--- config.mk ---
export PLATFORM = sky130hd
export DESIGN_NAME = lsu_slice
export DESIGN_NICKNAME = d
export VERILOG_FILES = /design/src/verilog/lsu_slice.sv
export SDC_FILE = /design/constraint.sdc
export NUM_CORES = 1
export LEC_CHECK = 0
export ABC_AREA = 1
export BUFFER_PORTS_ARGS = -buffer_cell sky130_fd_sc_hd__buf_2
export CAP_MARGIN = 25
export CORE_AREA = 3 3 40 42
export CTS_CLUSTER_SIZE = 14
export DETAILED_ROUTE_END_ITERATION = 16
export DIE_AREA = 0 0 43 45
export GPL_TIMING_DRIVEN = 0
export PLACE_DENSITY_LB_ADDON = 0.25
export SLEW_MARGIN = 40
export SYNTH_ARGS = -nofsm -noshare
export SYNTH_HDL_FRONTEND = slang
export SYNTH_SLANG_ARGS = --single-unit
--- constraint.sdc ---
create_clock -name clk -period 1 [get_ports clk]
set_input_delay 0.15 -clock clk [delete_from_list [all_inputs] [get_ports clk]]
set_output_delay 0.15 -clock clk [all_outputs]
set_load 0.005 [all_outputs]
--- src/verilog/lsu_slice.sv ---
////////////////////////////////////////////////////////////////////////////
// valid/ready register slice
// two-entry skid buffer, registered ready, one transfer per cycle
////////////////////////////////////////////////////////////////////////////

`timescale 1ns/1ps

module lsu_slice #(
  parameter type payload_t = logic
) (
  input  logic     clk,
  input  logic     rst,
  // upstream
  input  logic     in_vld,
  input  payload_t in_data,
  output logic     in_rdy,
  // downstream
  output logic     out_vld,
  output payload_t out_data,
  input  logic     out_rdy
);

  // skid entry
  logic     skd_vld;
  payload_t skd_data;
  // upstream transfer
  logic     in_acc;
  // output register can take new data
  logic     out_free;

  assign in_acc   = in_vld & in_rdy;
  assign out_free = out_rdy | ~out_vld;

  // control
  always_ff @(posedge clk) begin
    if (rst) begin
      out_vld <= 1'b0;
      skd_vld <= 1'b0;
      in_rdy  <= 1'b0;
    end else begin
      if (out_free) begin
        // skid drains first, else pass the input
        out_vld <= skd_vld | in_acc;
        skd_vld <= 1'b0;
        in_rdy  <= 1'b1;
      end else if (in_acc) begin
        // output stalled, park in skid
        skd_vld <= 1'b1;
        in_rdy  <= 1'b0;
      end
    end
  end

  // payload
  always_ff @(posedge clk) begin
    if (out_free) begin
      out_data <= skd_vld ? skd_data : in_data;
    end else if (in_acc) begin
      skd_data <= in_data;
    end
  end

endmodule

==> results.py <==
metrics = {
    "setup_path": {
        "critical_path_buf_inv_count": 2,
        "crit_slowest_cell": "dfxtp_1",
        "worst_path_largest_cell_delay_ns": 0.34,
        "cp_top_family": "flip-flops",
        "rr_worst_depth": 4,
        "critical_path.cell_chain": "inv_1 > nor2_2 > inv_2 > nor2_2",
        "start_kind": "flip-flop",
        "cp.required_ns": 0.96,
        "critPathMostFrequentCell": "nor2_2",
        "cp_max_fo": 3,
        "worstPathArrival_ns": 0.88,
        "worst-setup-path-type": "flip-flop to flip-flop",
        "endpoint_type_of_the_worst_setup_path": "flip-flop",
        "reg2reg_setup_slack_ns": 0.08,
        "worst_r2r_startpoint": "out_vld$_SDFFE_PP0P_",
        "worst_r2r_endpoint": "skd_data$_DFFE_PP_",
    },
    "clock_network": {
        "clock_insertion_delay_worst_skew_ns": 0.24,
        "ctsLongestPathBuffers": 2,
        "tritoncts": "done",
        "cts_root_buffer": "clkbuf_4",
        "cts_hold_buffers": 0,
        "worst_setup_hold_path_clk_slew_ns": 0.05,
        "postCtsResizedCells": 0,
        "h-tree-depth": 1,
        "cts-buffers-inserted": 3,
        "post-cts-setup-buffers": 0,
        "cts_num_sinks": 5,
    },
    "worst_hold_path": {
        "worst_hold_startpoint": "rst",
        "holdCritPathClass": "input pin to flip-flop",
        "hold_end": "in_rdy$_SDFFE_PP0P_",
        "hold_path_depth": 2,
    },
    "grt": {
        "grt_pass1_vias": 168,
        "track_usage": 0.0586,
        "wire_length_of_the_first_global_routing_pass_um": 696,
        "use_met2": 0.0659,
        "antenna_found_initial": 0,
        "grt_start_max_net_pins": 4,
        "grt.met3_usage": 0.0598,
        "grt-ovfl-total": 0,
        "globalRoute.busiestLayer": "met2",
        "grt_use_met1": 0.0587,
    },
    "floorplan": {
        "die_area_mm2": 0.00194,
        "fp.dieH_um": 45,
        "core_region_area_mm2": 0.00128,
        "die_width_um": 43,
        "ioPinCount": 8,
        "row_count": 13,
        "initial_core_util": 0.161,
    },
    "outcome": {
        "status": "completed",
    },
    "finish": {
        "ant_cells": 0,
        "drive_gt1_frac": 0.429,
        "layout.nets": 41,
        "final_common_cell": "buf_2",
        "area_growth_pct": 38.8,
        "most-common-layout-cells": "buf_2, nand2_1, inv_1",
    },
    "logic_synthesis": {
        "sequential_share_of_the_synthesized_area": 0.582,
        "syn_area_per_cell_um2": 8.60,
        "synth.distinct_cells": 10,
        "ff_latch_count_synth": 5,
        "synth.top_cell.area_share": 0.291,
        "syn_area_um2": 206,
        "main_combinational_cell_family_by_area_after_synthesis": "simple AND/OR/NAND/NOR gates",
        "synth_cells": 24,
        "synthesis.nets": 29,
        "synth-compound-area-share": 0.0242,
        "synth.yosys.warnings": 0,
        "synth.area.mux_share": 0,
        "synth_top_area_cell": "dfxtp_1",
        "synthXorXnorAreaFrac": 0,
        "synth-simple-area-share": 0.285,
        "netlist_top_cells_area": "dfxtp_1, edfxtp_1, nand2_1, inv_1, nand2_2",
        "post_synth_fa_ha_maj_area_fraction": 0,
    },
    "routing": {
        "first_iter_violations": 3,
        "vias_per_cell": 3.34,
        "detail-route-antenna-nets": 0,
        "finalWirelength_um": 357,
        "drc_errors": 0,
        "wl_per_cell_um": 7.14,
        "detailroute.via_count": 167,
        "dr.pass1.iters": 2,
    },
    "run": {
        "max-cap-violations": 0,
    },
    "placement": {
        "place.gp.congestion": 0.591,
        "place.port_buffers": 7,
        "place.detailed.hpwl_um": 274,
    },
    "sta": {
        "timing_worst_slew_pin_value_ns": 0.117,
        "totalNegativeSetupSlack_ns": 0,
        "fin_worst_hold_slack_ns": 0.0725,
        "finalMaxSlewViolations": 0,
        "worst_slew_margin_rel": 0.922,
        "final_period_utilization": 0.924,
        "worst_clock_skew_ns": 0.00250,
        "grt_setup_unrepaired": "false",
        "period_minus_slack_ns": 0.924,
        "finalHoldViolations": 0,
        "timing.fmax_ghz": 1.08,
        "setup_viol": 0,
    },
    "power": {
        "irDropWorstVdd_uv": 517,
        "combPwrFrac": 0.076,
        "power_switching_mw": 0.113,
        "sequentialPowerShare": 0.449,
        "pwr-share-clk": 0.475,
        "cellPowerDensity_mw_per_mm2": 1760,
        "cellLeakagePower_nw": 0.138,
        "p_int_mw": 0.392,
        "switching_share": 0.224,
    },
}
[registers in the layout, summed over array words and instances, names as in the netlist]
| name | flops |
|---|---|
| in_rdy | 1 |
| skd_vld | 1 |
| out_data | 1 |
| skd_data | 1 |
| out_vld | 1 |
[through the flow]
stage | util | instance area, um2 | worst slack, ns | power [mW] | instances
CTS | 0.223 | 287 | 0.0584 | 0.521 | 50
detailed placement | 0.203 | 260 | 0.0679 | 0.270 | 46
global route | 0.223 | 287 | 0.00863 | 0.553 | 50
floorplan | - | 206 | 0.101 | 0.250 | 24
finish | 0.223 | 287 | 0.0756 | 0.505 | 50
global placement | 0.203 | 260 | 0.0576 | 0.270 | 46
[layout make-up]
cell class | count | area [um2]
inverters | 6 | 22.5
flip-flops and latches | 5 | 120
fillers | 145 | 998
clock buffers | 4 | 26.3
multi-input cells | 13 | 63.8
well taps | 15 | 18.8
repair buffers | 7 | 35.0
[power by group through the flow]
stage / logic, mW / clock network (mW) / registers [mW]
global placement: 0.0397 / 0 / 0.231
global route: 0.0445 / 0.281 / 0.228
detailed placement: 0.0394 / 0 / 0.230
CTS: 0.0397 / 0.255 / 0.227
floorplan: 0.0180 / 0 / 0.232
finish: 0.0385 / 0.240 / 0.227
[cells in the mapped netlist]
master / n
nand3b_1: 1
inv_1: 5
inv_2: 1
edfxtp_1: 2
nor2_1: 1
nand2_1: 6
dfxtp_1: 3
nand2_2: 2
a21oi_1: 1
nor2_2: 2
[logic make-up (layout without fill, tap and decap cells)]
logic type             Yosys count  count (layout)
buffers and inverters            6              17
AOI/OAI and AO/OA                1               1
and+or+nand+nor                 12              12
DFF                              5               5
[how the worst max path moves through the flow]
stage	from	to	slack (ns)	cells after the start
after CTS	out_vld$_SDFFE_PP0P_	skd_data$_DFFE_PP_	0.06	4
after global placement	out_vld$_SDFFE_PP0P_	skd_data$_DFFE_PP_	0.06	4
after global routing	out_vld$_SDFFE_PP0P_	skd_data$_DFFE_PP_	0.009	4
after detailed placement	out_vld$_SDFFE_PP0P_	skd_data$_DFFE_PP_	0.07	4
after floorplan	out_vld$_SDFFE_PP0P_	skd_data$_DFFE_PP_	0.10	4
final	out_vld$_SDFFE_PP0P_	skd_data$_DFFE_PP_	0.08	4
[metal layers]
layer / vias to the layer above / wire length [um]
li1: 92 / -
met1: 69 / 185
met2: 6 / 140
met3: 0 / 32
met4: 0 / 0
met5: - / 0
(Power assumes the default switching activity.)
