<file path="src/verilog/lsu_csr_pkg.sv">
////////////////////////////////////////////////////////////////////////////
// load/store register map
// addresses, widths and control bit positions of the register block
////////////////////////////////////////////////////////////////////////////

package lsu_csr_pkg;

  // register port widths
  localparam int unsigned csr_aw = 2;
  localparam int unsigned csr_dw = 32;

  // control register
  localparam logic [csr_aw-1:0] csr_ctrl = 2'd0;
  // trap misaligned accesses instead of wrapping
  localparam int unsigned csr_ctrl_trap = 0;

  // misaligned request counter, write clears
  localparam logic [csr_aw-1:0] csr_mal_cnt = 2'd1;

  // total request counter, write clears
  localparam logic [csr_aw-1:0] csr_acc_cnt = 2'd2;

endpackage

</file>
<file path="src/verilog/lsu_csr.sv">
////////////////////////////////////////////////////////////////////////////
// load/store register block
// trap control and saturating access counters behind a four-phase
// req/ack register port
////////////////////////////////////////////////////////////////////////////

`timescale 1ns/1ps

module lsu_csr (
  input  logic                           clk,
  input  logic                           rst,
  // register port
  input  logic                           csr_req,
  input  logic                           csr_wen,
  input  logic [lsu_csr_pkg::csr_aw-1:0] csr_adr,
  input  logic [lsu_csr_pkg::csr_dw-1:0] csr_wdt,
  output logic                           csr_ack,
  output logic [lsu_csr_pkg::csr_dw-1:0] csr_rdt,
  // aligner
  input  logic                           acc_evt,
  input  logic                           mal_evt,
  output logic                           trap
);

  import lsu_csr_pkg::*;

  logic [csr_dw-1:0] mal_cnt;
  logic [csr_dw-1:0] acc_cnt;
  // access happens once per req
  logic              csr_go;
  logic [csr_dw-1:0] rd_val;

  assign csr_go = csr_req & ~csr_ack;

  // read mux
  always_comb begin
    rd_val = '0;
    case (csr_adr)
      csr_ctrl:    rd_val[csr_ctrl_trap] = trap;
      csr_mal_cnt: rd_val = mal_cnt;
      csr_acc_cnt: rd_val = acc_cnt;
      default:     rd_val = '0;
    endcase
  end

////////////////////////////////////////////////////////////////////////////
// handshake and registers
////////////////////////////////////////////////////////////////////////////

  always_ff @(posedge clk) begin
    if (rst) begin
      csr_ack <= 1'b0;
      trap    <= 1'b0;
      mal_cnt <= '0;
      acc_cnt <= '0;
    end else begin
      // ack follows req one cycle later, both edges
      csr_ack <= csr_req;
      // counters hold at all ones
      if (mal_evt && (mal_cnt != '1)) mal_cnt <= mal_cnt + 1'b1;
      if (acc_evt && (acc_cnt != '1)) acc_cnt <= acc_cnt + 1'b1;
      // register write, clear beats a count
      if (csr_go && csr_wen) begin
        case (csr_adr)
          csr_ctrl:    trap    <= csr_wdt[csr_ctrl_trap];
          csr_mal_cnt: mal_cnt <= '0;
          csr_acc_cnt: acc_cnt <= '0;
          default:     ;
        endcase
      end
    end
  end

  // read data held through the ack phase
  always_ff @(posedge clk) begin
    if (csr_go) csr_rdt <= rd_val;
  end

endmodule

</file>
<file path="config.mk">
export PLATFORM = sky130hd
export DESIGN_NAME = lsu_csr
export DESIGN_NICKNAME = d
export VERILOG_FILES = /design/src/verilog/lsu_csr_pkg.sv /design/src/verilog/lsu_csr.sv
export SDC_FILE = /design/constraint.sdc
export NUM_CORES = 1
export LEC_CHECK = 0
export BUFFER_PORTS_ARGS = -buffer_cell sky130_fd_sc_hd__buf_2
export CAP_MARGIN = 20
export CORE_MARGIN = 2
export CORE_UTILIZATION = 57
export CTS_CLUSTER_DIAMETER = 80
export DETAILED_ROUTE_END_ITERATION = 12
export PLACE_DENSITY_LB_ADDON = 0.08
export SYNTH_ARGS = -nofsm -noshare
export SYNTH_HDL_FRONTEND = slang
export SYNTH_SLANG_ARGS = --single-unit
</file>
<file path="constraint.sdc">
create_clock -name clk -period 3.4 [get_ports clk]
set_input_delay 1.02 -clock clk [delete_from_list [all_inputs] [get_ports clk]]
set_output_delay 1.02 -clock clk [all_outputs]
set_load 0.01 [all_outputs]
</file>
==> results of run 1 <==
-- cell usage in the layout (no fill, tap or decap), drive strengths merged, types with 13 or more instances in the layout --
cell and n:
clkbuf 13, nor2b 33, buf 51, nand4 20, or3 15, or4 21, dfxtp 66, edfxtp 32
nand3 22, a22oi 31, nand2 38, a21oi 29, o21ai 18, nor2 35
-- critical path: cells and delay by family (launching register included) --
family | cells | cell delay, ns
AOI/OAI and AO/OA | 1 | 0.59
DFF | 1 | 0.49
muxes | 1 | 0.25
and+or+nand+nor | 3 | 1.14
-- power groups by stage --
stage          Sequential (uW)  Clock, uW  Combinational, uW
5_1_grt                   1240        806                142
3_5_place_dp              1260          0                128
3_3_place_gp              1260          0                125
2_1_floorplan             1270          0               72.0
4_1_cts                   1240        761                129
6_report                  1240        752                130
-- sequential cells by signal, indices dropped and copies added, names as in the netlist --
name	count
acc_cnt	32
mal_cnt	32
csr_ack	1
csr_rdt	32
trap	1
-- final cells by class --
| cell class | count | area (um^2) |
|---|---|---|
| fill | 698 | 2890 |
| multi-input combinational | 380 | 2480 |
| sequential | 98 | 2280 |
| timing repair buffer | 51 | 290 |
| clock buffer | 13 | 180 |
| tap | 105 | 131 |
| inverter | 9 | 33.8 |
| clock inverter | 3 | 18.8 |
-- worst max path at each step --
stage,startpoint,to,slack (ns),cells after the start
finish,acc_cnt[17],acc_cnt[1],0.82,5
global route,acc_cnt[0],acc_cnt[1],0.64,6
CTS,acc_cnt[17],acc_cnt[1],0.86,5
detailed placement,acc_evt,acc_cnt[31],0.59,6
global placement,acc_evt,acc_cnt[31],0.66,6
floorplan,csr_req,csr_rdt[0],0.51,1
-- per-stage QoR --
| stage | total power (uW) | hold slack, ns | setup slack, ns | cells | cell area (um^2) |
|---|---|---|---|---|---|
| floorplan | 1340 | 0.455 | 0.508 | 516 | 4940 |
| global placement | 1390 | 0.468 | 0.657 | 643 | 5210 |
| detailed placement | 1390 | 0.476 | 0.590 | 643 | 5210 |
| CTS | 2130 | 0.489 | 0.856 | 659 | 5410 |
| global route | 2190 | 0.531 | 0.638 | 659 | 5410 |
| finish | 2120 | 0.486 | 0.824 | 659 | 5410 |
-- routing by layer --
layer / track usage / vias up / wire length (um)
met4: 0.117 / 0 / 314
met3: 0.0439 / 24 / 702
met5: 0 / - / 0
met1: 0.355 / 2026 / 5440
li1: - / 2050 / -
met2: 0.413 / 157 / 5690
-- kinds of logic after synthesis --
family | synth area share
buffers and inverters | 0.0380
AOI/OAI and AO/OA | 0.182
DFF | 0.462
xor gates and xnor gates | 0.0390
muxes | 0.00607
and+or+nand+nor | 0.258
adders and majority gates | 0.0152
==> results.md, run 1 <==
* Worst skew pair latency at 0.37 ns
* Asr flop ratio synth at 0
* Sequential share of the synthesized area at 0.462
* Wire length of the first global-routing pass at 20100 um
* EDFF count, synth at 32
* Netlist cell types at 61
* Grt ovf at 0
* Pint at 1620 uW
* DP HPWL at 8830 um
* Crit path launch type: flip-flop
* Worst EP arrival at 2.84 ns
* Net switching fraction of the power at 0.235
* Vias/cell at 6.46
* Cell taking the most area after synthesis: dfxtp_1
* Antenna violations before repair at 0
* Root Buffer: clkbuf_8
* Worst VDD drop at 0.000247 V
* Ant diodes at 0
* Cell Chain, Critical Path: nand4_1 > or4_1 > o21ai_2 > mux2i_1 > nor2_1
* Layout cells sized above 1 at 0.159
* Count of mapped cells out of synthesis at 516
* Die W at 97.1 um
* Post-Route Setup TNS at 0 ns
* Pins Over Slew Limit at 0
* Antenna viol nets, final at 0
* Peak fanout along the critical path at 16
* Worst r2r src: acc_cnt[17]
* Synth Register Bits at 98
* Worst Reg-to-Reg Cells at 5
* Post-route DRC violation count at 0
* Reg clk slew, reported paths at 0.09 ns
* Clock power share at 0.355
* Number of H-tree levels at 3
* Post-synth top cells: dfxtp_1 (66), nand2_1 (36), nor2_1 (35)
* Most frequent cell after synthesis: dfxtp_1
* Slew Limit Headroom at 0.448
* Syn Area/Cell at 9.58 um^2
* Clk buf depth at 2
* Die area at 0.00943 mm^2
* Max-Cap Viols at 0
* Layout Utilization at 0.652
* DR iter-0 viols at 336
* Min-delay worst type: flip-flop to flip-flop
* Status: complete, no violations
* Skew final at 0.00766 ns
* Kind of critical path: flip-flop to flip-flop
* RSZ-0062 raised after global routing: false
* GRT Total Usage at 0.262
* Post-CTS setup buffer count at 0
* Area of the core at 0.00830 mm^2
* Reg power frac at 0.583
* Endpoints failing setup at 0
* Die H at 97.1 um
* Initial cell density of the core at 0.596
* Crit Reg-Reg Endpoint: acc_cnt[1]
* Post-Synthesis Cell Area at 0.00494 mm^2
* CP peak stage delay at 0.81 ns
* Hold Vio Cnt, Final at 0
* I/O pin count at 74
* Warnings from Yosys at 0
* Port-buffer cells at 42
* Post-CTS Resized at 0
* Vias post-DR at 4257
* Net Switching at 497 uW
* Power Density at 391 mW/mm^2
* CTS buffer count at 9
* Hold EP: trap
* Synth-to-layout area growth at 9.49%
* Critical Path RT at 3.66 ns
* Hold_sp: trap
* Crit-path slowest cell: or4_1
* Hold-fix buffers, CTS at 0
* Worst Tran Pin Value at 0.828 ns
* Worst R2R Setup Slack at 0.82 ns
* Yosys top cell area share at 0.267
* Largest net degree at the start of global routing at 32
* Row count at 33
* Vias in the first global route at 4003
* Placer Congestion at 0.868
* Final Critical Period at 2.58 ns
* Hold Path Depth at 2
* TritonRoute pass-1 iters at 5
* Synth Net Count at 562
* Routed len/inst at 18.4 um
* Clock Sinks at 98
* Ranking of synthesized cells by area: dfxtp_1 (27%), edfxtp_1 (19%), a22oi_1 (4.7%)
* Pleak at 0.00181 uW
* Comb power frac at 0.061
* Fin nets at 595
* Final WL at 12100 um
* Post-synth top flop: dfxtp_1
* Peak Freq at 388 MHz
* Clock tree from TritonCTS: done
* Worst setup EP type: flip-flop
* Final period utilization at 0.758
Note: power is estimated with default switching activity, not from simulation.
==> run 2, diff against run 1 <==
Clock period 3.4 ns to 2.48 ns, I/O delays scaled along.
==> run 2 against run 1 <==
Net effect:
- first-iteration DRC count down 6.8%
- utilization is 2.5 points higher
- die area stayed put
- combinational power rose by 43%
- global-route usage up 1.2 points
- clock skew grew 0.0043 ns
- wire length is 5.5% higher
- sequential share of layout area is 1.6 points lower
- setup slack worse by 0.66 ns
- critical path depth up 1
- critical path type unchanged
==> results.md, run 2 (synthesized netlist as in run 1, its figures left out) <==
* Max-Cap Viols at 0 (unchanged)
* Antenna violations before repair at 0 (unchanged)
* Die H at 97.1 um (unchanged)
* Routed len/inst at 18.6 um (+0.78%)
* Grt ovf at 0 (unchanged)
* Non-filler cells, final at 690 (+4.7%)
* Number of H-tree levels at 3 (unchanged)
* Initial cell density of the core at 0.596 (unchanged)
* Comb power frac at 0.064 (+0.003)
* Post-place setup slack at 0.124 ns (-0.466 ns)
* Kind of critical path: flip-flop to flip-flop
* Peak fanout along the critical path at 7 (-9)
* Post-CTS Resized at 0 (unchanged)
* Post-CTS setup buffer count at 0 (unchanged)
* Commonest non-fill, non-tap cell in the layout: dfxtp_1
* Cell Chain, Critical Path: ha_1 > and4_2 > nand2_1 > or4_1 > or4_1 > a21oi_1
* Crit-path slowest cell: or4_1
* DP HPWL at 9200 um (+4.2%)
* Pint at 2210 uW (+36%)
* Setup crit start: mal_cnt[0]
* Top flop regs: acc_cnt x32, csr_rdt x32, mal_cnt x32
* Antenna viol nets, final at 0 (unchanged)
* Crit path top cell by count: or4_1
* Wire length of the first global-routing pass at 20900 um (+4.3%)
* Hold_sp: mal_cnt[31]
* Largest net degree at the start of global routing at 32 (unchanged)
* Crit path launch type: flip-flop
* Worst EP arrival at 2.61 ns (-0.23 ns)
* Worst r2r src: mal_cnt[0]
* Clock Sinks at 98 (unchanged)
* Pleak at 0.00196 uW (+8.4%)
* Post-Route Setup TNS at 0 ns (unchanged)
* Placer Congestion at 0.869 (about the same)
* Worst Tran Pin Value at 0.768 ns (-0.0600 ns)
* Status: complete, no violations
* Die W at 97.1 um (unchanged)
* Clock power share at 0.350 (-0.005)
* Critical Path RT at 2.78 ns (-0.88 ns)
* Slew Limit Headroom at 0.488 (+0.0400)
* Family with the most delay on the worst path: simple AND/OR/NAND/NOR gates
* Endpoints failing setup at 0 (unchanged)
* Hold Vio Cnt, Final at 0 (unchanged)
* Final period utilization at 0.935 (+0.177)
* Commonest non-fill, non-tap cells in the layout: dfxtp_1 (66), buf_2 (42), buf_4 (40)
* Vias/cell at 6.39 (-1.1%)
* Final Critical Period at 2.32 ns (-0.259 ns)
* Hold EP: mal_cnt[31]
* Post-route DRC violation count at 0 (unchanged)
* Crit Reg-Reg Endpoint: mal_cnt[30]
* Worst Reg-to-Reg Cells at 6 (+1)
* Net Switching at 691 uW (+39%)
* CP peak stage delay at 0.57 ns (-0.24 ns)
* Port-buffer cells at 42 (unchanged)
* DR iter-0 viols at 313 (-6.8%)
* DP Cell Count at 674 (+4.8%)
* Worst skew pair latency at 0.37 ns (about the same)
* Synth-to-layout area growth at 13.8%
* GRT Total Usage at 0.274 (+0.0121)
* FILL cells at 665 (-4.7%)
* Vias in the first global route at 4173 (+4.2%)
* Net switching fraction of the power at 0.238 (+0.00386)
* Root Buffer: clkbuf_8
* Vias post-DR at 4407 (+3.5%)
* Worst R2R Setup Slack at 0.16 ns (-0.66 ns)
* Layout cells sized above 1 at 0.202 (+0.0429)
* Row count at 33 (unchanged)
* Clk buf depth at 2 (unchanged)
* Reg clk slew, reported paths at 0.10 ns (about the same)
* Area of the core at 0.00830 mm^2 (unchanged)
* Fin nets at 626 (+5.2%)
* Hold-fix buffers, CTS at 0 (unchanged)
* TritonRoute pass-1 iters at 5 (unchanged)
* Peak Freq at 431 MHz (+11%)
* RSZ-0062 raised after global routing: false
* Reg power frac at 0.585 (+0.002)
* CTS buffer count at 9 (unchanged)
* Final WL at 12800 um (+5.5%)
* Worst path bufs/invs at 0 (unchanged)
* Worst VDD drop at 0.000370 V (+50%)
* Worst setup EP type: flip-flop
* Min-delay worst type: flip-flop to flip-flop
* Final WS setup at 0.162 ns (-0.661 ns)
* Hold Path Depth at 2 (unchanged)
* Ant diodes at 0 (unchanged)
* Power Density at 515 mW/mm^2 (+32%)
* Pins Over Slew Limit at 0 (unchanged)
* Skew final at 0.0119 ns (+0.00426 ns)
* Die area at 0.00943 mm^2 (unchanged)
* I/O pin count at 74 (unchanged)
* Clock tree from TritonCTS: done
* Total power at 2900 uW (+37%)
* Layout Utilization at 0.678 (+0.0255)
==> run 2: changes by cell type in the layout (fill, tap and decap cells not counted) <==
cell / previous run / this run
clkbuf_1: 1 / 2
buf_12: 1 / 0
clkinv_4: 0 / 1
clkbuf_8: 11 / 10
buf_4: 8 / 40
clkinvlp_4: 1 / 0
==> run 2: worst register-to-register path, delay by kind of cell, from the launching register on <==
family                     cells  cell delay, ns
and+or+nand+nor                4            1.44
DFF                            1            0.44
adders and majority gates      1            0.24
AOI/OAI and AO/OA              1            0.14
==> run 2: power groups by stage <==
| stage | clock network (uW) | registers, uW | logic, uW |
|---|---|---|---|
| after global placement | 0 | 1730 | 180 |
| after detailed placement | 0 | 1730 | 183 |
| after floorplan | 0 | 1740 | 99.0 |
| final | 1010 | 1700 | 186 |
| after CTS | 1030 | 1700 | 185 |
| after global routing | 1090 | 1700 | 201 |
==> run 2: metal layers <==
layer / track usage / part of all wire / routed length, um
met1: 0.365 / 0.43 / 5560
met2: 0.447 / 0.47 / 6020
met3: 0.0489 / 0.061 / 785
met4: 0.106 / 0.035 / 450
met5: 0 / 0 / 0
==> run 2: how the worst max path moves through the flow <==
stage          cells past startpoint     endpoint
6_report                           6  mal_cnt[30]
5_1_grt                            6  mal_cnt[30]
4_1_cts                            5  acc_cnt[23]
3_5_place_dp                       5  acc_cnt[30]
3_3_place_gp                       5  acc_cnt[30]
2_1_floorplan                      5  acc_cnt[31]
==> run 2: final cells by class <==
| type | count | area (um^2) | area share |
|---|---|---|---|
| clock buffer | 13 | 170 | 0.0303 |
| timing repair buffer | 82 | 510 | 0.0908 |
| clock inverter | 3 | 20.0 | 0.00356 |
| multi-input combinational | 380 | 2480 | 0.440 |
| inverter | 9 | 33.8 | 0.00601 |
| sequential | 98 | 2280 | 0.406 |
| tap | 105 | 131 | 0.0234 |
==> run 2: metrics by stage <==
step / instance area, um^2 / hold slack, ns
after CTS: 5620 / 0.508
final: 5620 / 0.512
after floorplan: 4950 / 0.455
after global placement: 5430 / 0.474
after detailed placement: 5430 / 0.496
after global routing: 5620 / 0.551
