`src/verilog/lsu_bus_pkg.sv`:
```
////////////////////////////////////////////////////////////////////////////
// load/store bus definitions
// bus widths, size codes, memory geometry and the request and response
// payloads shared by the core side and the memory side of the path
////////////////////////////////////////////////////////////////////////////

package lsu_bus_pkg;

  // data bus and byte lanes
  localparam int unsigned bus_dw = 32;
  localparam int unsigned bus_bw = bus_dw / 8;
  // byte address
  localparam int unsigned bus_aw = 10;

  // size code, bytes accessed = 2**siz
  localparam int unsigned siz_w = 2;
  localparam logic [siz_w-1:0] siz_byte = 2'd0;
  localparam logic [siz_w-1:0] siz_half = 2'd1;
  localparam logic [siz_w-1:0] siz_word = 2'd2;
  // 64-bit access, not on this bus
  localparam logic [siz_w-1:0] siz_dbl  = 2'd3;

  // word memory, index is the byte address without the low 2 bits
  localparam int unsigned mem_aw    = bus_aw - 2;
  localparam int unsigned mem_words = 2 ** mem_aw;

  // outstanding requests in the aligner lane queue
  // must stay a power of two
  localparam int unsigned lane_q_depth = 4;

  // request in reference form, write data in the low bytes
  typedef struct packed {
    logic              wen;
    logic              ndn;
    logic [siz_w-1:0]  siz;
    logic [bus_aw-1:0] adr;
    logic [bus_dw-1:0] wdt;
  } lsu_req_t;

  // response, read data back in the low bytes
  typedef struct packed {
    logic [bus_dw-1:0] rdt;
    logic              sts;
  } lsu_rsp_t;

  // misalignment decode, same for reads and writes
  function automatic logic lsu_mal(input logic [siz_w-1:0] siz, input logic [1:0] off);
    case (siz)
      siz_byte: return 1'b0;
      siz_half: return off[0];
      siz_word: return |off;
      // no 64-bit access here
      default:  return 1'b1;
    endcase
  endfunction

endpackage

```
`src/verilog/lsu_align.sv`:
```
////////////////////////////////////////////////////////////////////////////
// load/store aligner
// converts reference form requests to memory form: word address, byte
// enables and rotated write data; keeps lane info per outstanding
// request and rotates read data back to the low bytes
////////////////////////////////////////////////////////////////////////////

`timescale 1ns/1ps

module lsu_align (
  input  logic                           clk,
  input  logic                           rst,
  // request, reference form
  input  logic                           req_vld,
  input  lsu_bus_pkg::lsu_req_t          req_data,
  output logic                           req_rdy,
  // request, memory form
  output logic                           mem_vld,
  output logic                           mem_wen,
  output logic [lsu_bus_pkg::mem_aw-1:0] mem_adr,
  output logic [lsu_bus_pkg::bus_bw-1:0] mem_ben,
  output logic [lsu_bus_pkg::bus_dw-1:0] mem_wdt,
  input  logic                           mem_rdy,
  // response, memory form
  input  logic                           mem_rsp_vld,
  input  logic [lsu_bus_pkg::bus_dw-1:0] mem_rdt,
  output logic                           mem_rsp_rdy,
  // response, reference form
  output logic                           rsp_vld,
  output lsu_bus_pkg::lsu_rsp_t          rsp_data,
  input  logic                           rsp_rdy,
  // register block
  input  logic                           trap,
  output logic                           acc_evt,
  output logic                           mal_evt
);

  import lsu_bus_pkg::*;

////////////////////////////////////////////////////////////////////////////
// request side
////////////////////////////////////////////////////////////////////////////

  logic       req_acc;
  logic       req_mal;
  logic       req_err;
  // byte offset in word and byte count minus one
  logic [1:0] req_off;
  logic [1:0] req_nm1;

  // lane queue, wrap bit on top of the index
  logic [$clog2(lane_q_depth):0]   wr_ptr;
  logic [$clog2(lane_q_depth):0]   rd_ptr;
  logic [$clog2(lane_q_depth)-1:0] wr_idx;
  logic [$clog2(lane_q_depth)-1:0] rd_idx;
  logic                            q_full;
  logic [1:0]                      q_off [lane_q_depth];
  logic [1:0]                      q_nm1 [lane_q_depth];
  logic                            q_ndn [lane_q_depth];
  logic                            q_err [lane_q_depth];

  assign req_off = req_data.adr[1:0];
  assign req_mal = lsu_mal(req_data.siz, req_off);
  // 64-bit size is always trapped
  assign req_err = req_mal & (trap | (req_data.siz == siz_dbl));

  always_comb begin
    case (req_data.siz)
      siz_byte: req_nm1 = 2'd0;
      siz_half: req_nm1 = 2'd1;
      default:  req_nm1 = 2'd3;
    endcase
  end

  // hold off while the queue cannot take the lane info
  assign mem_vld = req_vld & ~q_full;
  assign req_rdy = mem_rdy & ~q_full;
  assign req_acc = req_vld & req_rdy;

  assign mem_wen = req_data.wen;
  assign mem_adr = req_data.adr[bus_aw-1:2];

  // memory lane i takes request byte k
  always_comb begin
    logic [1:0] lane;
    logic [1:0] k;
    for (int i = 0; i < bus_bw; i++) begin
      lane = 2'(i);
      if (req_data.ndn) k = req_off + req_nm1 - lane;
      else k = lane - req_off;
      // trapped access goes out with no lanes enabled
      mem_ben[i] = ~req_err & (k <= req_nm1);
      mem_wdt[8*i +: 8] = req_data.wdt[8*k +: 8];
    end
  end

  assign acc_evt = req_acc;
  assign mal_evt = req_acc & req_mal;

////////////////////////////////////////////////////////////////////////////
// lane queue
////////////////////////////////////////////////////////////////////////////

  logic rsp_acc;

  assign wr_idx  = wr_ptr[$clog2(lane_q_depth)-1:0];
  assign rd_idx  = rd_ptr[$clog2(lane_q_depth)-1:0];
  assign q_full  = (wr_ptr[$clog2(lane_q_depth)] != rd_ptr[$clog2(lane_q_depth)]) &&
                   (wr_idx == rd_idx);
  assign rsp_acc = mem_rsp_vld & rsp_rdy;

  always_ff @(posedge clk) begin
    if (rst) begin
      wr_ptr <= '0;
      rd_ptr <= '0;
    end else begin
      if (req_acc) wr_ptr <= wr_ptr + 1'b1;
      if (rsp_acc) rd_ptr <= rd_ptr + 1'b1;
    end
  end

  always_ff @(posedge clk) begin
    if (req_acc) begin
      q_off[wr_idx] <= req_off;
      q_nm1[wr_idx] <= req_nm1;
      q_ndn[wr_idx] <= req_data.ndn;
      q_err[wr_idx] <= req_err;
    end
  end

////////////////////////////////////////////////////////////////////////////
// response side
////////////////////////////////////////////////////////////////////////////

  // memory answers in order, head entry belongs to it
  assign rsp_vld     = mem_rsp_vld;
  assign mem_rsp_rdy = rsp_rdy;

  // response byte k comes from memory lane
  always_comb begin
    logic [1:0] pos;
    logic [1:0] lane;
    for (int k = 0; k < bus_bw; k++) begin
      pos = 2'(k);
      if (q_ndn[rd_idx]) lane = q_off[rd_idx] + q_nm1[rd_idx] - pos;
      else lane = q_off[rd_idx] + pos;
      // bytes past the size and trapped data read as zero
      if ((pos <= q_nm1[rd_idx]) && !q_err[rd_idx]) begin
        rsp_data.rdt[8*k +: 8] = mem_rdt[8*lane +: 8];
      end else begin
        rsp_data.rdt[8*k +: 8] = 8'h00;
      end
    end
    rsp_data.sts = q_err[rd_idx];
  end

endmodule

```
`config.mk`:
```
export PLATFORM = sky130hd
export DESIGN_NAME = lsu_align
export DESIGN_NICKNAME = d
export VERILOG_FILES = /design/src/verilog/lsu_bus_pkg.sv /design/src/verilog/lsu_align.sv
export SDC_FILE = /design/constraint.sdc
export NUM_CORES = 1
export LEC_CHECK = 0
export BUFFER_PORTS_ARGS = -buffer_cell sky130_fd_sc_hd__buf_2
export CORE_MARGIN = 1.5
export CORE_UTILIZATION = 45
export CTS_CLUSTER_SIZE = 12
export DETAILED_ROUTE_END_ITERATION = 10
export PLACE_DENSITY = 0.84
export SLEW_MARGIN = 20
export SYNTH_ARGS = -nofsm -noshare
export SYNTH_HDL_FRONTEND = slang
export SYNTH_SLANG_ARGS = --single-unit
export TNS_END_PERCENT = 20
```
`constraint.sdc`:
```
create_clock -name clk -period 3.9 [get_ports clk]
set_clock_uncertainty 0.1 [all_clocks]
set_input_delay 0.195 -clock clk [delete_from_list [all_inputs] [get_ports clk]]
set_output_delay 0.195 -clock clk [all_outputs]
set_load 0.005 [all_outputs]
```
==> impl_metrics.py, run 1 <==
metrics = {
    "detailed_routing": {
        "final_antenna_net_count": 0,
        "wl_um": 8470,
        "vias": 3145,
        "viasPerCell": 5.30,
        "drcViolationCount": 0,
        "drt-initial-drc-count": 114,
        "dr.pass1.iters": 4,
        "wl_per_cell_um": 14.3,
    },
    "finish": {
        "nets": 592,
        "final_cell_mix": "buf_2, mux2i_1, nand2_1, nor3_1, mux2_2",
        "diodes": 0,
        "drive_gt1_frac": 0.429,
        "final_common_cell": "buf_2",
        "syn2layout_area_growth_pct": 23.1,
    },
    "global_route": {
        "overflow": 0,
        "antenna_found_initial": 0,
        "grt_pass1_wl_um": 13800,
        "grt_pass1_vias": 3163,
        "grt_use_total": 0.202,
        "grt_max_degree": 33,
    },
    "power": {
        "powerDensity_nw_per_um2": 323,
        "ir_drop_mv": 0.154,
        "total_power_mw": 1.39,
        "p_leak_nw": 2.11,
    },
    "placed_design": {
        "dp_hpwl_um": 6930,
        "gp_congestion": 0.858,
        "portBuffers": 150,
    },
    "worst_setup_path": {
        "critPathRequiredTime_ns": 3.61,
        "crit_type": "flop to output pin",
        "critPathMaxFanout": 16,
        "r2r_setup_slack_ns": 1.73,
        "end_kind": "output pin",
        "cp-start-kind": "flop",
        "rr_worst_depth": 5,
        "critPathArrivalTime_ns": 3.37,
    },
    "clock_network": {
        "postCtsSetupRepairBufs": 0,
        "ctsResizeCount": 0,
        "h-tree-depth": 2,
        "ctsHoldBuffers": 0,
        "clock_path_buffers": 2,
        "cts_tree": "built",
        "clkTransAtPathRegs_ns": 0.06,
        "numCtsBuffers": 5,
        "insertion_delay_ns": 0.28,
        "cts-root-buf": "clkbuf_8",
        "clkSinkCount": 32,
    },
    "timing": {
        "fin_setup_tns_ns": 0,
        "hold_violations": 0,
        "rsz0062_at_grt": "false",
        "setup_viol": 0,
        "slew_headroom": 0.385,
        "fin_crit_ns": 3.66,
        "worst_pin_slew_ns": 0.919,
        "clock.fmax_mhz": 273,
        "slew_violations": 0,
        "fin_crit_sh": 0.939,
    },
    "floorplan": {
        "dieHeight_um": 91.1,
        "dieWidth_um": 91.1,
        "core_area_um2": 7370,
        "ios": 169,
        "rows": 31,
        "initial_utilization": 0.474,
        "fp.dieArea_um2": 8290,
    },
    "synthesis": {
        "seq_area_frac_synth": 0.252,
        "synth_ff_type": "edfxtp_1",
        "syn_nets": 461,
        "ys_types": 37,
        "synth_enable_flop_cells": 24,
        "synth-seq-cells": 32,
        "synthCells": 362,
        "synth.avg_cell_area_um2": 9.64,
        "yosys_warnings": 0,
        "async_reset_ff_frac": 0,
        "synth_area_um2": 3490,
    },
    "worst_hold_path": {
        "holdPathStages": 1,
        "min_path_type": "primary input to flop",
    },
    "run": {
        "maxCapViolations": 0,
    },
    "outcome": {
        "outcome": "completed",
    },
}
-- stage by stage --
step                hold slack, ns  cells  utilization  worst slack [ns]  cell area, um2
detailed placement           0.290    585        0.572             0.515            4220
global route                0.0640    593        0.583            0.0603            4300
CTS                         0.0687    593        0.583             0.209            4300
floorplan                    0.167    362            -             0.972            3490
finish                      0.0798    593        0.583             0.239            4300
global placement             0.290    585        0.572             0.613            4220
-- path summary, 6_finish.rpt --
path | start | end
setup / recovery | flop | rsp_data[14]
hold / removal | req_data[33] | q_off[0][1]$_DFFE_PP_
setup reg to reg | wr_ptr[1]$_SDFFE_PP0P_ | wr_ptr[2]$_SDFFE_PP0P_
hold reg to reg | rd_ptr[1]$_SDFFE_PP0P_ | flop
-- critical path, stage by stage, from the launching register on --
cell and delay, ns:
dfxtp_1 0.54, mux4_2 0.63, ha_1 0.38, xor2_1 0.20, xnor2_2 0.16, mux2i_4 0.20, xor2_4 0.56, mux2i_1 0.27
buf_2 0.14
-- cell families after synthesis --
logic type / after synthesis / share of synthesized area
AND/OR/NAND/NOR: 95 / 0.125
XOR/XNOR: 14 / 0.0470
buffers and inverters: 50 / 0.0806
AO/OA/AOI/OAI: 36 / 0.0581
flip-flops: 32 / 0.252
adder cells (fa/ha/maj): 14 / 0.0502
multiplexers: 121 / 0.387
-- flip-flops by register name, indices dropped and copies added, names as in the netlist, named ones only --
register,count
q_nm1,8
rd_ptr,3
wr_ptr,3
q_err,4
q_off,8
q_ndn,4
-- power by group --
group,internal [mW],leakage (nW),switching [mW]
Sequential,0.376,0.282,0.00874
Clock,0.121,0.0453,0.110
Combinational,0.376,1.78,0.395
Total,0.873,2.11,0.514
-- layer usage --
metal / track usage / vias to the layer above / wire length (um) / share of wire
li1: - / 1558 / - / -
met1: 0.212 / 1434 / 3410 / 0.40
met2: 0.395 / 141 / 4300 / 0.51
met3: 0.0436 / 12 / 641 / 0.076
met4: 0.0612 / 0 / 126 / 0.015
met5: 0 / - / 0 / 0
-- Yosys cell counts, types with 2 or more instances --
master / count / area (um2)
mux2i_1: 81 / 811
ha_1: 14 / 175
buf_6: 3 / 33.8
buf_2: 11 / 55.1
mux2i_4: 2 / 45.0
nor2_1: 12 / 45.0
clkbuf_1: 2 / 7.51
a31oi_1: 3 / 18.8
o21ai_0: 2 / 10.0
xor2_1: 6 / 52.6
edfxtp_1: 24 / 721
nor2b_1: 2 / 12.5
nand2_1: 36 / 135
nand2b_1: 3 / 18.8
xnor2_1: 4 / 35.0
dfxtp_1: 8 / 160
mux2_2: 31 / 349
a21oi_1: 26 / 130
nand3_1: 2 / 10.0
and2_1: 4 / 25.0
mux4_2: 6 / 135
buf_4: 15 / 113
inv_1: 18 / 67.6
nor3_1: 32 / 160
xnor2_2: 3 / 48.8
-- area by class of cell --
cell class              instances  area, um2
flip-flops and latches         32        881
inverters                      18       67.6
clock inverters                 3       13.8
clock buffers                   5       68.8
multi-input cells             280       2350
fillers                       625       3070
well taps                      99        124
repair buffers                156        796
Power figures use the tool's default switching activity.
==> inputs of run 2 (changes only) <==
==> constraint.sdc (replaced) <==
create_clock -name clk -period 3.9 [get_ports clk]
set_clock_uncertainty 0.1 [all_clocks]
set_input_delay 0.39 -clock clk [delete_from_list [all_inputs] [get_ports clk]]
set_output_delay 0.39 -clock clk [all_outputs]
set_load 0.005 [all_outputs]
==> impl_metrics.py, run 2 (same netlist as run 1, synthesis figures left out) <==
metrics = {
    "outcome": {
        "outcome": "completed",
    },
    "clock_network": {
        "insertion_delay_ns": 0.27,
        "clock_path_buffers": 2,
        "numCtsBuffers": 5,
        "h-tree-depth": 2,
        "clkTransAtPathRegs_ns": 0.06,
        "postCtsSetupRepairBufs": 0,
        "ctsResizeCount": 0,
        "cts-root-buf": "clkbuf_8",
        "clkSinkCount": 32,
        "ctsHoldBuffers": 0,
        "cts_tree": "built",
    },
    "timing": {
        "worst_pin_slew_ns": 0.666,
        "clock.fmax_mhz": 271,
        "fin_crit_sh": 0.945,
        "fin_setup_tns_ns": 0,
        "slew_violations": 0,
        "setup_viol": 0,
        "hold_violations": 0,
        "hold_ws_ns": 0.267,
        "rsz0062_at_grt": "false",
        "slew_headroom": 0.553,
        "finalWorstSetupSlack_ns": 0.216,
        "fin_crit_ns": 3.68,
    },
    "worst_setup_path": {
        "critPathCapture": "rsp_data[14]",
        "critPathMaxFanout": 16,
        "crit-reg2reg-launch": "wr_ptr[0]$_SDFFE_PP0P_",
        "critPathArrivalTime_ns": 3.19,
        "cp-start-kind": "flop",
        "path_buf_inv": 2,
        "critPathRequiredTime_ns": 3.41,
        "rr_worst_depth": 5,
        "critPathMaxStageDelay_ns": 0.63,
        "cp_num_cells": 9,
        "crit_chain": "mux4_2 > ha_1 > xor2_1 > xnor2_2 > mux2i_4 > xor2_4 > buf_4 > mux2i_1 > buf_2",
        "reg2reg_to": "wr_ptr[2]$_SDFFE_PP0P_",
        "crit_type": "flop to output pin",
        "end_kind": "output pin",
        "r2r_setup_slack_ns": 1.89,
        "slowest_stage": "mux4_2",
        "crit_family": "multiplexers",
    },
    "global_route": {
        "overflow": 0,
        "gr-usage-met3": 0.0444,
        "antenna_found_initial": 0,
        "grt_pass1_wl_um": 13500,
        "grtUsageMet2": 0.388,
        "grt_use_met1": 0.206,
        "busiest_layer": "met2",
        "grt_pass1_vias": 3111,
        "grt_use_total": 0.197,
        "grt_max_degree": 33,
    },
    "finish": {
        "syn2layout_area_growth_pct": 23.5,
        "reg_top3": "q_nm1 x8, q_off x8",
        "final_common_cell": "buf_2",
        "final_area_um2": 4310,
        "diodes": 0,
        "nets": 594,
        "n_fill_cell": 629,
        "drive_gt1_frac": 0.427,
        "final_cell_mix": "buf_2, mux2i_1, nand2_1, nor3_1, mux2_2",
    },
    "power": {
        "p_leak_nw": 2.12,
        "powerDensity_nw_per_um2": 322,
        "ir_drop_mv": 0.136,
    },
    "detailed_routing": {
        "drcViolationCount": 0,
        "final_antenna_net_count": 0,
        "wl_um": 8410,
        "drt-initial-drc-count": 90,
        "vias": 3153,
        "wl_per_cell_um": 14.1,
        "dr.pass1.iters": 4,
        "viasPerCell": 5.30,
    },
    "floorplan": {
        "rows": 31,
        "ios": 169,
        "dieWidth_um": 91.1,
        "core_area_um2": 7370,
        "initial_utilization": 0.474,
        "fp.dieArea_um2": 8290,
        "dieHeight_um": 91.1,
    },
    "worst_hold_path": {
        "min_path_type": "primary input to flop",
        "worstHoldStart": "rst",
    },
    "placed_design": {
        "gp_congestion": 0.833,
        "place_ws_ns": 0.476,
        "dp_hpwl_um": 6960,
        "portBuffers": 150,
        "placed_cell_area_um2": 4230,
    },
    "run": {
        "maxCapViolations": 0,
    },
}
-- run 2: per-stage QoR --
stage               power [mW]   util  instances
global route              1.49  0.585        595
finish                    1.39  0.585        595
detailed placement        1.17  0.574        587
CTS                       1.40  0.585        595
global placement          1.14  0.574        587
floorplan                0.941      -        362
-- run 2: where the power goes --
| part | switching, mW | leakage [nW] | total [mW] | internal [mW] |
|---|---|---|---|---|
| Sequential | 0.00826 | 0.282 | 0.385 | 0.376 |
| Clock | 0.103 | 0.0399 | 0.226 | 0.124 |
| Combinational | 0.397 | 1.79 | 0.778 | 0.381 |
| Total | 0.508 | 2.12 | 1.39 | 0.881 |
-- run 2: worst reg2reg max path, stage by stage (launching register included) --
cell and delay, ns:
dfxtp_1 0.44, xnor2_1 0.15, a311oi_2 0.51, and2_1 0.42
xor2_1 0.18, nor2b_1 0.14
-- run 2: area by class of cell --
| type | instances | area, um2 | share of cell area |
|---|---|---|---|
| inverters | 18 | 67.6 | 0.0157 |
| flip-flops and latches | 32 | 881 | 0.204 |
| well taps | 99 | 124 | 0.0287 |
| clock inverters | 1 | 3.75 | 0.000871 |
| clock buffers | 7 | 76.3 | 0.0177 |
| multi-input cells | 280 | 2350 | 0.545 |
| repair buffers | 158 | 811 | 0.188 |
-- run 2: worst min path at each step --
stage                             endpoint  slack [ns]  cells past startpoint
floorplan           wr_ptr[2]$_SDFFE_PP0P_        0.36                      1
global placement    rd_ptr[1]$_SDFFE_PP0P_        0.42                      2
detailed placement  rd_ptr[1]$_SDFFE_PP0P_        0.42                      2
CTS                 wr_ptr[1]$_SDFFE_PP0P_        0.25                      2
global route        wr_ptr[1]$_SDFFE_PP0P_        0.26                      2
finish              wr_ptr[1]$_SDFFE_PP0P_        0.27                      2
-- run 2: per-layer routing --
metal | vias to the layer above | wire [um]
li1 | 1567 | -
met1 | 1425 | 3330
met2 | 153 | 4330
met3 | 8 | 662
met4 | 0 | 89
met5 | - | 0
==> inputs of run 3 (changes only) <==
Settings changed: CORE_UTILIZATION 45 to 48, PLACE_DENSITY 0.84 to 0.89.
==> impl_metrics.py, run 3 (same netlist as run 1, synthesis figures left out) <==
metrics = {
    "placed_design": {
        "place_ws_ns": 0.441,
        "placed_cell_area_um2": 4220,
        "numPlacedInstances": 583,
        "dp_hpwl_um": 7070,
        "gp_congestion": 0.813,
        "portBuffers": 150,
    },
    "worst_hold_path": {
        "holdPathStages": 1,
        "min_path_type": "primary input to flop",
        "worstHoldEndpoint": "q_off[1][1]$_DFFE_PP_",
        "worstHoldStart": "req_data[33]",
    },
    "clock_network": {
        "clkSinkCount": 32,
        "numCtsBuffers": 5,
        "cts-root-buf": "clkbuf_8",
        "clkTransAtPathRegs_ns": 0.06,
        "insertion_delay_ns": 0.28,
        "cts_tree": "built",
        "ctsHoldBuffers": 0,
        "ctsResizeCount": 0,
        "postCtsSetupRepairBufs": 0,
        "clock_path_buffers": 2,
        "h-tree-depth": 2,
    },
    "timing": {
        "slew_headroom": 0.372,
        "clock.fmax_mhz": 269,
        "slew_violations": 0,
        "hold_violations": 0,
        "hold_ws_ns": 0.265,
        "fin_crit_ns": 3.72,
        "rsz0062_at_grt": "false",
        "setup_viol": 0,
        "fin_setup_tns_ns": 0,
        "fin_crit_sh": 0.954,
        "finalWorstSetupSlack_ns": 0.178,
        "worst_pin_slew_ns": 0.939,
    },
    "detailed_routing": {
        "wl_per_cell_um": 14.7,
        "viasPerCell": 5.46,
        "wl_um": 8690,
        "dr.pass1.iters": 4,
        "final_antenna_net_count": 0,
        "drcViolationCount": 0,
        "drt-initial-drc-count": 81,
        "vias": 3224,
    },
    "worst_setup_path": {
        "end_kind": "output pin",
        "reg2reg_to": "wr_ptr[2]$_SDFFE_PP0P_",
        "critPathMaxStageDelay_ns": 0.63,
        "crit_chain": "mux4_2 > ha_1 > xor2_1 > xnor2_2 > mux2i_4 > xor2_4 > buf_4 > mux2i_1 > buf_2",
        "cp-start-kind": "flop",
        "critPathRequiredTime_ns": 3.41,
        "path_buf_inv": 2,
        "crit_type": "flop to output pin",
        "slowest_stage": "mux4_2",
        "r2r_setup_slack_ns": 1.81,
        "critPathArrivalTime_ns": 3.23,
        "crit_family": "multiplexers",
        "rr_worst_depth": 5,
        "crit-reg2reg-launch": "wr_ptr[0]$_SDFFE_PP0P_",
        "critPathMaxFanout": 16,
    },
    "finish": {
        "nets": 593,
        "drive_gt1_frac": 0.428,
        "diodes": 0,
        "final_area_um2": 4330,
        "fin_util": 0.626,
        "syn2layout_area_growth_pct": 23.9,
        "stdcell_count": 591,
        "final_common_cell": "buf_2",
        "reg_top3": "q_nm1 x8, q_off x8",
        "final_cell_mix": "buf_2, mux2i_1, nand2_1, nor3_1, mux2_2",
    },
    "global_route": {
        "overflow": 0,
        "grt_pass1_wl_um": 13900,
        "antenna_found_initial": 0,
        "grt_use_total": 0.221,
        "grt_max_degree": 33,
        "grt_pass1_vias": 3190,
    },
    "power": {
        "clock_power_share": 0.203,
        "power_frac_comb": 0.533,
        "p_int_uw": 941,
        "p_switching_uw": 518,
        "ir_drop_mv": 0.199,
        "p_leak_nw": 2.12,
        "switching_share": 0.355,
        "powerDensity_nw_per_um2": 337,
        "total_power_mw": 1.46,
        "pwr-share-seq": 0.264,
    },
    "outcome": {
        "outcome": "completed",
    },
    "floorplan": {
        "fp.dieArea_um2": 7790,
        "initial_utilization": 0.505,
        "core_area_um2": 6910,
        "ios": 169,
        "dieWidth_um": 88.3,
        "dieHeight_um": 88.3,
        "rows": 30,
    },
    "run": {
        "maxCapViolations": 0,
    },
}
[run 3: changes by cell type in the layout (fill, tap and decap cells not counted), sizes merged]
cell    change
clkinv      +1
buf         -1
clkbuf      -2
bufinv      +1
[run 3: power by group through the flow]
stage / registers, mW / logic, mW / clock network (mW)
after global placement: 0.391 / 0.742 / 0
after detailed placement: 0.393 / 0.773 / 0
after CTS: 0.386 / 0.778 / 0.297
after global routing: 0.386 / 0.853 / 0.316
after floorplan: 0.388 / 0.553 / 0
final: 0.385 / 0.778 / 0.296
[run 3: worst max-delay path by stage]
stage / from / end / slack (ns) / cells after the start
after global routing: flop / rsp_data[11] / 0.03 / 9
after CTS: flop / rsp_data[30] / 0.13 / 9
after detailed placement: flop / rsp_data[30] / 0.44 / 9
after floorplan: req_data[42] / mem_ben[1] / 0.65 / 12
final: flop / rsp_data[30] / 0.18 / 9
after global placement: flop / rsp_data[11] / 0.58 / 9
[run 3: area by class of cell]
type | instances | area (um2)
sequential | 32 | 881
fill | 593 | 2580
tap | 96 | 120
inverter | 18 | 67.6
clock inverter | 3 | 37.5
clock buffer | 5 | 68.8
timing repair buffer | 157 | 803
multi-input combinational | 280 | 2350
[run 3: worst register-to-register path: cells and delay by family (launching register included)]
| kind | cells | cell delay (ns) |
|---|---|---|
| compound gates | 1 | 0.55 |
| flops | 1 | 0.45 |
| simple gates | 2 | 0.60 |
| xor+xnor | 2 | 0.29 |
[run 3: per-layer routing]
metal | global-route usage | up-vias | share of wire
met1 | 0.224 | 1486 | 0.37
li1 | - | 1565 | -
met5 | 0 | - | 0
met4 | 0.0540 | 0 | 0.0070
met2 | 0.439 | 163 | 0.53
met3 | 0.0644 | 10 | 0.093
